## config.mk

```make
export PLATFORM = sky130hd
export DESIGN_NAME = cascade_phy_master
export DESIGN_NICKNAME = d
export VERILOG_FILES = /design/src/cascade_pkg.sv /design/src/cascade_phy_master.sv /design/src/cascade_serdes.sv /design/src/cascade_trainer.sv
export VERILOG_INCLUDE_DIRS = /design/src /design/src/src
export SDC_FILE = /design/constraint.sdc
export NUM_CORES = 1
export LEC_CHECK = 0
export ABC_AREA = 1
export BUFFER_PORTS_ARGS = -buffer_cell sky130_fd_sc_hd__buf_2
export CAP_MARGIN = 30
export CORE_ASPECT_RATIO = 1.4
export CORE_MARGIN = 2
export CORE_UTILIZATION = 52
export CTS_CLUSTER_DIAMETER = 60
export CTS_CLUSTER_SIZE = 28
export DETAILED_ROUTE_END_ITERATION = 7
export GPL_ROUTABILITY_DRIVEN = 0
export GPL_TIMING_DRIVEN = 0
export PLACE_DENSITY_LB_ADDON = 0.05
export SKIP_LAST_GASP = 1
export SYNTH_ARGS = -nofsm -noshare
export SYNTH_HDL_FRONTEND = slang
export SYNTH_SLANG_ARGS = --single-unit
```

## constraint.sdc

```tcl
create_clock -name i_clk -period 1.75 [get_ports i_clk]
set_clock_uncertainty 0.1 [all_clocks]
set_input_delay 0.525 -clock i_clk [delete_from_list [all_inputs] [get_ports i_clk]]
set_output_delay 0.525 -clock i_clk [all_outputs]
set_load 0.02 [all_outputs]
```

## src/cascade_params.svh

```systemverilog
`ifndef CASCADE_PARAMS_SVH
`define CASCADE_PARAMS_SVH

// bits carried by one lane per word
`define CASCADE_SER_FACTOR 4

`define CASCADE_DAT_LANES 2
`define CASCADE_CMD_LANES 1
`define CASCADE_LANES (`CASCADE_DAT_LANES + `CASCADE_CMD_LANES)

// every rotation of this word is distinct, so a misaligned lane never matches
`define CASCADE_TRAIN_WORD 4'b0001

// lock and retry limits counted in words
`define CASCADE_LOCK_WORDS 4
`define CASCADE_SETTLE_WORDS 2
`define CASCADE_MAX_SLIPS 8

`endif

```

## src/cascade_pkg.sv

```systemverilog
`default_nettype none

`include "cascade_params.svh"

package cascade_pkg;

  typedef logic [`CASCADE_SER_FACTOR-1:0] lane_word_t;

  // data lanes in the low bits, command lane in the top bit
  typedef logic [`CASCADE_LANES-1:0] lane_mask_t;

  typedef struct packed {
    lane_word_t [`CASCADE_DAT_LANES-1:0] dat;
    lane_word_t [`CASCADE_CMD_LANES-1:0] cmd;
  } phy_word_s;

  typedef enum logic [2:0] {
    IDLE,
    SEND,
    COMPARE,
    SLIP,
    SETTLE,
    LINKED,
    FAIL
  } train_state_e;

  // lane index follows the lane_mask_t bit order
  function automatic lane_word_t get_lane(phy_word_s w, int unsigned idx);
    if (idx < `CASCADE_DAT_LANES)
      return w.dat[idx];
    return w.cmd[idx - `CASCADE_DAT_LANES];
  endfunction

  function automatic phy_word_s set_lane(phy_word_s w, int unsigned idx, lane_word_t v);
    phy_word_s r;
    r = w;
    if (idx < `CASCADE_DAT_LANES)
      r.dat[idx] = v;
    else
      r.cmd[idx - `CASCADE_DAT_LANES] = v;
    return r;
  endfunction

endpackage

`default_nettype wire

```

## src/cascade_phy_master.sv

```systemverilog
`timescale 1ns/1ps
`default_nettype none

module cascade_phy_master
  import cascade_pkg::*;
(
  input  wire logic       i_clk,
  input  wire logic       i_arst_n,

  // serial pins
  output lane_mask_t      o_tx_ser,
  input  wire lane_mask_t i_rx_ser,

  // user side
  input  wire phy_word_s  i_tx_word,
  output logic            o_word_stb,
  output phy_word_s       o_rx_word,
  output logic            o_rx_valid,

  // link control and status
  input  wire logic       i_hot_plug,
  input  wire logic       i_retrain,
  output logic            o_link_up,
  output logic            o_train_err,
  output lane_mask_t      o_lane_locked
);

  logic       word_stb;
  phy_word_s  rx_word;
  phy_word_s  tx_word;
  lane_mask_t slip;

  cascade_serdes u_serdes (
    .i_clk      (i_clk),
    .i_arst_n   (i_arst_n),
    .i_tx_word  (tx_word),
    .i_slip     (slip),
    .i_rx_ser   (i_rx_ser),
    .o_tx_ser   (o_tx_ser),
    .o_word_stb (word_stb),
    .o_rx_word  (rx_word)
  );

  // the trainer owns the transmit mux and the receive valid
  cascade_trainer u_trainer (
    .i_clk         (i_clk),
    .i_arst_n      (i_arst_n),
    .i_hot_plug    (i_hot_plug),
    .i_retrain     (i_retrain),
    .i_word_stb    (word_stb),
    .i_rx_word     (rx_word),
    .i_user_word   (i_tx_word),
    .o_tx_word     (tx_word),
    .o_slip        (slip),
    .o_rx_valid    (o_rx_valid),
    .o_lane_locked (o_lane_locked),
    .o_link_up     (o_link_up),
    .o_train_err   (o_train_err)
  );

  assign o_word_stb = word_stb;
  assign o_rx_word  = rx_word;

endmodule

`default_nettype wire

```

## src/cascade_serdes.sv

```systemverilog
`timescale 1ns/1ps
`default_nettype none

`include "cascade_params.svh"

module cascade_serdes
  import cascade_pkg::*;
(
  input  wire logic       i_clk,
  input  wire logic       i_arst_n,
  input  wire phy_word_s  i_tx_word,
  input  wire lane_mask_t i_slip,
  input  wire lane_mask_t i_rx_ser,
  output lane_mask_t      o_tx_ser,
  output logic            o_word_stb,
  output phy_word_s       o_rx_word
);

  localparam int SF    = `CASCADE_SER_FACTOR;
  localparam int CNT_W = $clog2(SF);

  logic [CNT_W-1:0]                bit_cnt;
  lane_word_t [`CASCADE_LANES-1:0] rx_lane;
  phy_word_s                       rx_cap;

  // common word timing with the strobe on the last bit of every word
  always_ff @(posedge i_clk or negedge i_arst_n)
  begin
    if (!i_arst_n)
      bit_cnt <= '0;
    else if (bit_cnt == CNT_W'(SF - 1))
      bit_cnt <= '0;
    else
      bit_cnt <= bit_cnt + 1'b1;
  end

  assign o_word_stb = (bit_cnt == CNT_W'(SF - 1));

  for (genvar l = 0; l < `CASCADE_LANES; l++)
  begin : g_lane
    lane_word_t       tx_shift;
    lane_word_t       rx_shift;
    lane_word_t       rx_hold;
    logic [CNT_W-1:0] bnd_cnt;

    // lsb leaves first in the cycle after the strobe
    always_ff @(posedge i_clk or negedge i_arst_n)
    begin
      if (!i_arst_n)
        tx_shift <= '0;
      else if (o_word_stb)
        tx_shift <= get_lane(i_tx_word, l);
      else
        tx_shift <= tx_shift >> 1;
    end

    assign o_tx_ser[l] = tx_shift[0];

    // a slip holds the counter once and pushes this lane's boundary one bit later
    always_ff @(posedge i_clk or negedge i_arst_n)
    begin
      if (!i_arst_n)
        bnd_cnt <= '0;
      else if (!i_slip[l])
      begin
        if (bnd_cnt == CNT_W'(SF - 1))
          bnd_cnt <= '0;
        else
          bnd_cnt <= bnd_cnt + 1'b1;
      end
    end

    always_ff @(posedge i_clk)
    begin
      rx_shift <= {i_rx_ser[l], rx_shift[SF-1:1]};
      if (bnd_cnt == CNT_W'(SF - 1))
        rx_hold <= {i_rx_ser[l], rx_shift[SF-1:1]};
    end

    assign rx_lane[l] = rx_hold;
  end

  always_comb
  begin
    rx_cap = '0;
    for (int l = 0; l < `CASCADE_LANES; l++)
      rx_cap = set_lane(rx_cap, l, rx_lane[l]);
  end

  // lanes capture on their own phase and are handed over together on the strobe
  always_ff @(posedge i_clk)
  begin
    if (o_word_stb)
      o_rx_word <= rx_cap;
  end

endmodule

`default_nettype wire

```

## src/cascade_trainer.sv

```systemverilog
`timescale 1ns/1ps
`default_nettype none

`include "cascade_params.svh"

module cascade_trainer
  import cascade_pkg::*;
(
  input  wire logic       i_clk,
  input  wire logic       i_arst_n,
  input  wire logic       i_hot_plug,
  input  wire logic       i_retrain,
  input  wire logic       i_word_stb,
  input  wire phy_word_s  i_rx_word,
  input  wire phy_word_s  i_user_word,
  output phy_word_s       o_tx_word,
  output lane_mask_t      o_slip,
  output logic            o_rx_valid,
  output lane_mask_t      o_lane_locked,
  output logic            o_link_up,
  output logic            o_train_err
);

  localparam int LOCK_W = $clog2(`CASCADE_LOCK_WORDS + 1);
  localparam int SLIP_W = $clog2(`CASCADE_MAX_SLIPS + 1);

  // lets the idle zeros drain out of the loop before the first compare
  localparam int FILL_WORDS = `CASCADE_LOCK_WORDS;
  localparam int WAIT_MAX   = (FILL_WORDS > `CASCADE_SETTLE_WORDS) ?
                              FILL_WORDS : `CASCADE_SETTLE_WORDS;
  localparam int WAIT_W     = $clog2(WAIT_MAX + 1);

  localparam phy_word_s TRAIN_PHY = {`CASCADE_LANES{`CASCADE_TRAIN_WORD}};

  train_state_e      state;
  logic              hp_meta;
  logic              hp_sync;
  logic [WAIT_W-1:0] wait_cnt;
  logic [LOCK_W-1:0] match_cnt [`CASCADE_LANES];
  logic [SLIP_W-1:0] slip_cnt [`CASCADE_LANES];
  lane_mask_t        locked;
  lane_mask_t        slip_req;
  lane_mask_t        lock_next;
  lane_mask_t        mis_mask;
  logic              slip_over;
  logic              restart;

  always_ff @(posedge i_clk or negedge i_arst_n)
  begin
    if (!i_arst_n)
    begin
      hp_meta <= 1'b0;
      hp_sync <= 1'b0;
    end
    else
    begin
      hp_meta <= i_hot_plug;
      hp_sync <= hp_meta;
    end
  end

  assign restart = !hp_sync || i_retrain;

  // per-lane verdict for the current receive word
  always_comb
  begin
    lock_next = locked;
    mis_mask  = '0;
    slip_over = 1'b0;
    for (int l = 0; l < `CASCADE_LANES; l++)
    begin
      if (!locked[l])
      begin
        if (get_lane(i_rx_word, l) == `CASCADE_TRAIN_WORD)
        begin
          if (match_cnt[l] == LOCK_W'(`CASCADE_LOCK_WORDS - 1))
            lock_next[l] = 1'b1;
        end
        else
        begin
          mis_mask[l] = 1'b1;
          if (slip_cnt[l] == SLIP_W'(`CASCADE_MAX_SLIPS))
            slip_over = 1'b1;
        end
      end
    end
  end

  always_ff @(posedge i_clk or negedge i_arst_n)
  begin
    if (!i_arst_n)
    begin
      state    <= IDLE;
      wait_cnt <= '0;
      locked   <= '0;
      slip_req <= '0;
      for (int l = 0; l < `CASCADE_LANES; l++)
      begin
        match_cnt[l] <= '0;
        slip_cnt[l]  <= '0;
      end
    end
    else if (restart)
    begin
      // retrain goes straight back to sending, unplug waits in idle
      state    <= hp_sync ? SEND : IDLE;
      wait_cnt <= '0;
      locked   <= '0;
      slip_req <= '0;
      for (int l = 0; l < `CASCADE_LANES; l++)
      begin
        match_cnt[l] <= '0;
        slip_cnt[l]  <= '0;
      end
    end
    else if (i_word_stb)
    begin
      case (state)
        IDLE:
        begin
          state    <= SEND;
          wait_cnt <= '0;
        end
        SEND:
        begin
          wait_cnt <= wait_cnt + 1'b1;
          if (wait_cnt == WAIT_W'(FILL_WORDS - 1))
            state <= COMPARE;
        end
        COMPARE:
        begin
          for (int l = 0; l < `CASCADE_LANES; l++)
          begin
            if (mis_mask[l])
            begin
              match_cnt[l] <= '0;
              slip_cnt[l]  <= slip_cnt[l] + 1'b1;
            end
            else if (!locked[l])
              match_cnt[l] <= match_cnt[l] + 1'b1;
          end
          locked   <= lock_next;
          slip_req <= mis_mask;
          if (slip_over)
            state <= FAIL;
          else if (mis_mask != '0)
            state <= SLIP;
          else if (&lock_next)
            state <= LINKED;
        end
        SLIP:
        begin
          state    <= SETTLE;
          wait_cnt <= '0;
        end
        SETTLE:
        begin
          wait_cnt <= wait_cnt + 1'b1;
          if (wait_cnt == WAIT_W'(`CASCADE_SETTLE_WORDS - 1))
            state <= COMPARE;
        end
        default:
          state <= state;
      endcase
    end
  end

  // slip pulses go out on the strobe itself
  assign o_slip = (state == SLIP && i_word_stb) ? slip_req : '0;

  always_comb
  begin
    case (state)
      IDLE:    o_tx_word = '0;
      LINKED:  o_tx_word = i_user_word;
      default: o_tx_word = TRAIN_PHY;
    endcase
  end

  assign o_rx_valid    = (state == LINKED) && i_word_stb;
  assign o_link_up     = (state == LINKED);
  assign o_train_err   = (state == FAIL);
  assign o_lane_locked = locked;

endmodule

`default_nettype wire

```

==> results of run 1 <==
repair_timing:
| action | 4_1_cts | 5_1_grt |
|---|---|---|
| cloned | 0 | 1 |
| setup endpoints to repair | 7 | 27 |
| hold buffers | 1 | 0 |
| pin swaps | 4 | 5 |
| buffers inserted | 10 | 14 |
| gates resized for setup | 16 | 34 |
| endpoints found under the hold margin | 15 | 0 |
final timing paths:
path	endpoint	slack (ns)
setup / recovery	o_rx_valid	-0.22
hold / removal	u_trainer.hp_meta	0.18
setup reg to reg	u_trainer.state[0]	0.02
hold reg to reg	u_trainer.hp_sync	0.26
max in group asynchronous	u_trainer.state[1]	0.48
min in group asynchronous	u_serdes.g_lane[0].tx_shift[2]	0.53
critical path: stages, from the launching register on:
cell        delay (ns)
dfrtp_1           0.39
ha_4              0.16
buf_8             0.10
clkinvlp_4        0.10
nor2_4            0.12
buf_6             0.13
power by group through the flow:
stage / clock (mW) / sequential, mW / combinational, mW
2_1_floorplan: 0 / 2.19 / 0.0794
3_3_place_gp: 0 / 2.19 / 0.144
3_5_place_dp: 0 / 2.19 / 0.152
4_1_cts: 1.54 / 2.15 / 0.178
5_1_grt: 1.62 / 2.15 / 0.218
6_report: 1.50 / 2.15 / 0.195
registers in the layout (all words and copies together) (netlist names):
signal,count
u_serdes.g_lane.rx_hold,12
u_serdes.g_lane.tx_shift,12
u_serdes.o_rx_word,12
u_trainer.slip_cnt,12
u_serdes.g_lane.rx_shift,9
u_trainer.match_cnt,9
u_serdes.g_lane.bnd_cnt,6
u_trainer.o_lane_locked,3
u_trainer.slip_req,3
u_trainer.state,3
u_trainer.wait_cnt,3
u_serdes.bit_cnt,2
u_trainer.hp_meta,1
u_trainer.hp_sync,1
placed cells by master, fill, tap and decap left out, types with 7 or more instances in the layout:
| cell | Yosys | routed |
|---|---|---|
| dfxtp_1 | 9 | 9 |
| buf_2 | 1 | 36 |
| nand3_1 | 30 | 28 |
| nand2_1 | 64 | 57 |
| nor2_4 | 4 | 11 |
| nor2_1 | 24 | 18 |
| edfxtp_1 | 24 | 24 |
| dfrtp_1 | 55 | 53 |
| o21ai_0 | 16 | 14 |
| clkbuf_8 | 0 | 9 |
| buf_4 | 3 | 25 |
| ha_1 | 19 | 16 |
| o21ai_1 | 5 | 7 |
| inv_1 | 37 | 34 |
layer usage:
| metal | GRT usage (%) | share of wire, % | vias up |
|---|---|---|---|
| li1 | - | - | 1296 |
| met1 | 23.7 | 40 | 1252 |
| met2 | 32.4 | 54 | 49 |
| met3 | 3.89 | 3.5 | 17 |
| met4 | 8.55 | 2.3 | 0 |
| met5 | 0 | 0 | - |
cell type report:
type	count	area, µm²	share of cell area (%)
sequential	88	2280	49.3
multi-input combinational	209	1350	29.3
timing repair buffer	66	455	9.85
inverter	39	155	3.36
clock buffer	9	124	2.68
tap	95	119	2.57
clock inverter	6	92.6	2.00
buffer	6	45.0	0.974
logic make-up (layout without fill, tap and decap cells):
group           after synthesis  after routing
compound gates               47             47
xor+xnor                      4              4
flops                        88             88
simple gates                135            136
fa+ha+maj                    19             19
buf+inv                      45            126
mux                           3              3
metrics by stage:
stage	hold slack [ns]	std cells	TNS, ns	utilization, %	cell area [µm²]
after floorplan	0.129	341	0	-	3700
after global placement	0.233	476	-0.357	58.4	4020
after CTS	0.166	503	-0.686	63.7	4390
final	0.182	518	-0.526	67.1	4620
after global routing	0.167	518	-1.29	67.1	4620
after detailed placement	0.239	477	-0.548	58.7	4040
==> metrics, run 1 <==
outcome finished, violations left; failing checks setup timing; most common library cells after synthesis nand2_1 (64), dfrtp_1 (55), inv_1 (37), nand3_1 (30); Ports 41; number of vias per cell approximately 5.0; Min-Delay Path Depth 1; Flop pwr share 55.9%; Syn. warnings 0; Final Hold Violating Endpoints 0; TritonCTS buffer count 9; CP Max Fanout 2; initial antenna violation count 0; compound-cell area share of the yosys netlist 8.02%; Cell Pwr Density 832 mW/mm²; r2r startpoint u_trainer.state[0]; Iter 0 DRT Violations approximately 140; fillers roughly 530; total power 3.85 mW; Worst VDD drop 519 µV; Worst Tran Pin Value 0.454 ns; diode count 0; Pint about 3 mW; Leakage 2.12 nW; grt total ovfl 0; worst hold path class in2reg; vias 2614; Simple-Gate Fraction of Synth Area 16.8%; CP endpoint kind output pin; most frequent cell after synthesis nand2_1; MaxCap Viol Count 0; first-pass GRT wire length 11400 µm; Rows 36; Core Area 0.00689 mm²; cell taking the most area after synthesis dfrtp_1; switch share 21.8%; Psw approximately 0.84 mW; cell types occupying the most area after synthesis dfrtp_1 (37%), edfxtp_1 (20%), nand2_1 (6.5%); CTS tree yes; Reg2Reg Depth 13; insertion delay of the later-clocked pin in the worst-skew pair roughly 0.35 ns; Synth Area in Adders ~6.5%; Comb power frac under 10%; Layout area overhead 25.6%; Clk pwr share ~39%; IO Port Bufs 40; Worst EP arrival 1.35 ns; Slew Viols, Final 0; Post-synth ARST share 62.5%; share of cells above drive strength 1 29.6%; Post-synth EDFFs 24; post-synthesis mux area share 0.918%; vias in the first global route 2524; Post-Synthesis Cell Area approximately 0.0037 mm²; Worst EP required about 1.1 ns; Post-Syn Instances 341; clock buffer depth 2; Die Height between 100 and 150 µm; crit path time final 1.97 ns; crit path from u_serdes.bit_cnt[1]; clock slew at reported path FFs 0.08 ns; Die Width 75.1 µm; Clk Tree Root Cell clkbuf_8; fmax 508 MHz; die area between 0.007 and 0.008 mm²; Starting Density 53.4%; pin count of the biggest net entering global routing about 40; Routed wire per std cell 13.7 µm; predominant post-synthesis flop cell dfrtp_1; DRC viols 0; RSZ-0062 raised after global routing yes; post-place setup slack -0.268 ns; final setup violation count 4; final worst slack -0.220 ns; Setup crit start kind register; H-tree Lvls 3; final WL 7080 µm; clock sink count 88; slew margin rel. around 70%; top cell type's share of synthesized area 37.4%; Worst Hold Launch i_hot_plug; mean post-synth cell area about 11 µm²; largest family of logic cells by synthesized area simple AND/OR/NAND/NOR gates; final worst-path cycle share 113%; DRT antenna net count 0; register bit total from synthesis around 90; Synth cell types 33; WS Path Type reg2out; Tot GR Track Use 19.4%; # nets final about 460; Post-Syn Nets 379; XOR/XNOR Fraction of Synth Area less than 1%; DPL Wire Length slightly below 5000 µm; sequential fraction of the synthesis area 61.9%; DRT Pass-1 Iters 4
(Power assumes the default switching activity.)
==> inputs of run 2 (changes only) <==
Settings changed: PLACE_DENSITY from default to 0.79, PLACE_DENSITY_LB_ADDON 0.05 to default.
==> run 2 against run 1 <==
Effect of this change: the flow still finishes with violations (setup timing); largest cell class unchanged; die area stayed put; worst setup slack gained 0.017 ns; count of clock-buffer cells in the layout unchanged; largest power group unchanged; via count rose by 2.1%; final area increased by 0.41%; combinational power is 13% higher; first-iteration DRC count grew 24%; wire length increased by 6.4%; global-route usage up 1.5 points; sequential cell count unchanged; total power is 1.7% lower.
==> metrics, run 2 (same netlist as run 1, synthesis figures left out) <==
Worst VDD drop 806 µV (was 519 µV); Clk pwr share 37.4% (was 39.1%); clock slew at reported path FFs 0.09 ns (was 0.08 ns); Setup crit start kind register (unchanged); met3 WL 271 µm (was 248 µm); clock sink count 88 (unchanged); DRT Pass-1 Iters 5 (was 4); WS Path Type reg2out (unchanged); crit path time final 1.95 ns (was 1.97 ns); Setup TNS -0.909 ns (was -0.526 ns); fillers 476 (was 526); Core Area 0.00689 mm² (unchanged); DPL Wire Length 5010 µm (was 4920 µm); RSZ-0062 raised after global routing yes (unchanged); Starting Density 53.4% (unchanged); Comb power frac 5.8% (was 5.1%); switch share 23.7% (was 21.8%); post-route insts no fill 512 (was 518); CP Max Fanout 2 (unchanged); Die Width 75.1 µm (unchanged); share of cells above drive strength 1 34.1% (was 29.6%); H-tree Lvls 3 (unchanged); Worst Tran Pin Value 0.625 ns (was 0.454 ns); Pint 2.88 mW (was 3.01 mW); insertion delay of the later-clocked pin in the worst-skew pair 0.35 ns (about the same); worst hold path class in2async (was in2reg); multi-input gate area in the final layout 0.00144 mm² (was 0.00135 mm²); fmax 512 MHz (was 508 MHz); Cell Pwr Density 815 mW/mm² (was 832 mW/mm²); Routed wire per std cell 14.7 µm (was 13.7 µm); Die Height 104 µm (unchanged); Flop pwr share 56.8% (was 55.9%); most frequent cells in the layout dfrtp_1 (53), nand2_1 (51), buf_2 (38) (was nand2_1 (57), dfrtp_1 (53), buf_2 (36)); outcome finished, violations left (unchanged); commonest non-fill, non-tap cell in the layout dfrtp_1 (was nand2_1); DRT antenna net count 0 (unchanged); Worst EP required 1.12 ns (about the same); top routing layer used met4 (unchanged); final WL 7530 µm (was 7080 µm); first-pass GRT wire length 12300 µm (was 11400 µm); slew margin rel. 58.3% (was 69.7%); IO Port Bufs 40 (unchanged); Slew Viols, Final 0 (unchanged); total power 3.78 mW (was 3.85 mW); Clk Tree Root Cell clkbuf_8 (unchanged); Tot GR Track Use 20.9% (was 19.4%); Ports 41 (unchanged); Iter 0 DRT Violations 175 (was 141); clock buffer depth 2 (unchanged); CTS tree yes (unchanged); CP endpoint kind output pin (unchanged); Metal-1 WL 3000 µm (was 2840 µm); initial antenna violation count 0 (unchanged); number of vias per cell 5.21 (was 5.05); Final Hold Violating Endpoints 0 (unchanged); diode count 0 (unchanged); failing checks setup timing (unchanged); final setup violation count 16 (was 4); TritonCTS buffer count 9 (unchanged); met2 wire len 4100 µm (was 3830 µm); grt total ovfl 0 (unchanged); pin count of the biggest net entering global routing 31 (was 41); die area 0.00777 mm² (unchanged); final worst slack -0.203 ns (was -0.220 ns); Rows 36 (unchanged); vias 2669 (was 2614); Worst EP arrival 1.33 ns (was 1.35 ns); Leakage 2.09 nW (was 2.12 nW); hold_buf cts 0 (was 1); Layout area overhead 26.1% (was 25.6%); Psw 0.898 mW (was 0.840 mW); # nets final 450 (was 457); MaxCap Viol Count 0 (unchanged); Register Area 0.00228 mm² (unchanged); vias in the first global route 2750 (was 2524); DRC viols 0 (unchanged); DP Cell Count 477 (unchanged); final worst-path cycle share 112% (was 113%)
==> run 2: cell types whose count changed in the layout (fill, tap and decap cells not counted), moves of 3 or more <==
cell	delta
buf_4	-9
buf_6	+5
nand2_1	-6
nand2_2	+4
nand3_1	-4
nand3_2	+3
o21ai_2	+4
==> run 2: repair_timing <==
action / 4_1_cts / 5_1_grt
pin swaps: 4 / 15
buffers inserted: 11 / 8
endpoints found under the setup margin: 7 / 28
resized for setup: 19 / 59
endpoints found under the hold margin: 0 / 0
==> run 2: per-layer routing <==
metal	vias to the layer above	global-route usage (%)
met5	-	0
met4	0	9.31
met3	13	5.45
met2	62	34.3
met1	1308	25.1
li1	1286	-
==> run 2: final timing paths <==
path                                                start                        endpoint  slack, ns  cells past startpoint
max                                   u_serdes.bit_cnt[0]                      o_rx_valid      -0.20                      5
min in group i_clk                            i_rx_ser[1]  u_serdes.g_lane[1].rx_shift[3]       0.18                      1
max reg2reg                            u_trainer.state[0]          u_trainer.slip_cnt[11]      -0.06                      9
max in group asynchronous                        i_arst_n          u_trainer.slip_cnt[10]       0.89                      2
min reg2reg                u_serdes.g_lane[0].rx_shift[2]  u_serdes.g_lane[0].rx_shift[1]       0.25                      0
min                                              i_arst_n  u_serdes.g_lane[2].tx_shift[1]       0.08                      1
==> run 2: critical path, stage by stage (launching register included) <==
cell        delay, ns
dfrtp_1          0.39
ha_4             0.15
buf_8            0.10
clkinvlp_4       0.10
nor2_4           0.11
buf_6            0.13
==> run 2: metrics by stage <==
stage	instance area [µm²]	hold slack, ns	worst slack [ns]	util [%]
CTS	4380	0.0802	-0.258	63.6
global placement	4020	0.229	-0.237	58.4
global route	4640	0.101	-0.269	67.4
floorplan	3700	0.129	0.0129	-
detailed placement	4040	0.233	-0.244	58.7
finish	4640	0.0770	-0.203	67.4
==> run 2: cell type report <==
class | instances | area share, %
plain buffers | 6 | 1.02
clock buffers | 9 | 2.67
clock inverters | 7 | 1.70
inverters | 39 | 3.29
multi-input cells | 208 | 30.9
flip-flops and latches | 88 | 49.1
well taps | 95 | 2.56
repair buffers | 60 | 8.71
==> run 2: power groups by stage <==
stage | registers (mW) | clock network [mW] | logic [mW]
after floorplan | 2.19 | 0 | 0.0794
after global placement | 2.19 | 0 | 0.141
after detailed placement | 2.19 | 0 | 0.153
after CTS | 2.15 | 1.44 | 0.178
after global routing | 2.15 | 1.53 | 0.244
final | 2.15 | 1.41 | 0.220
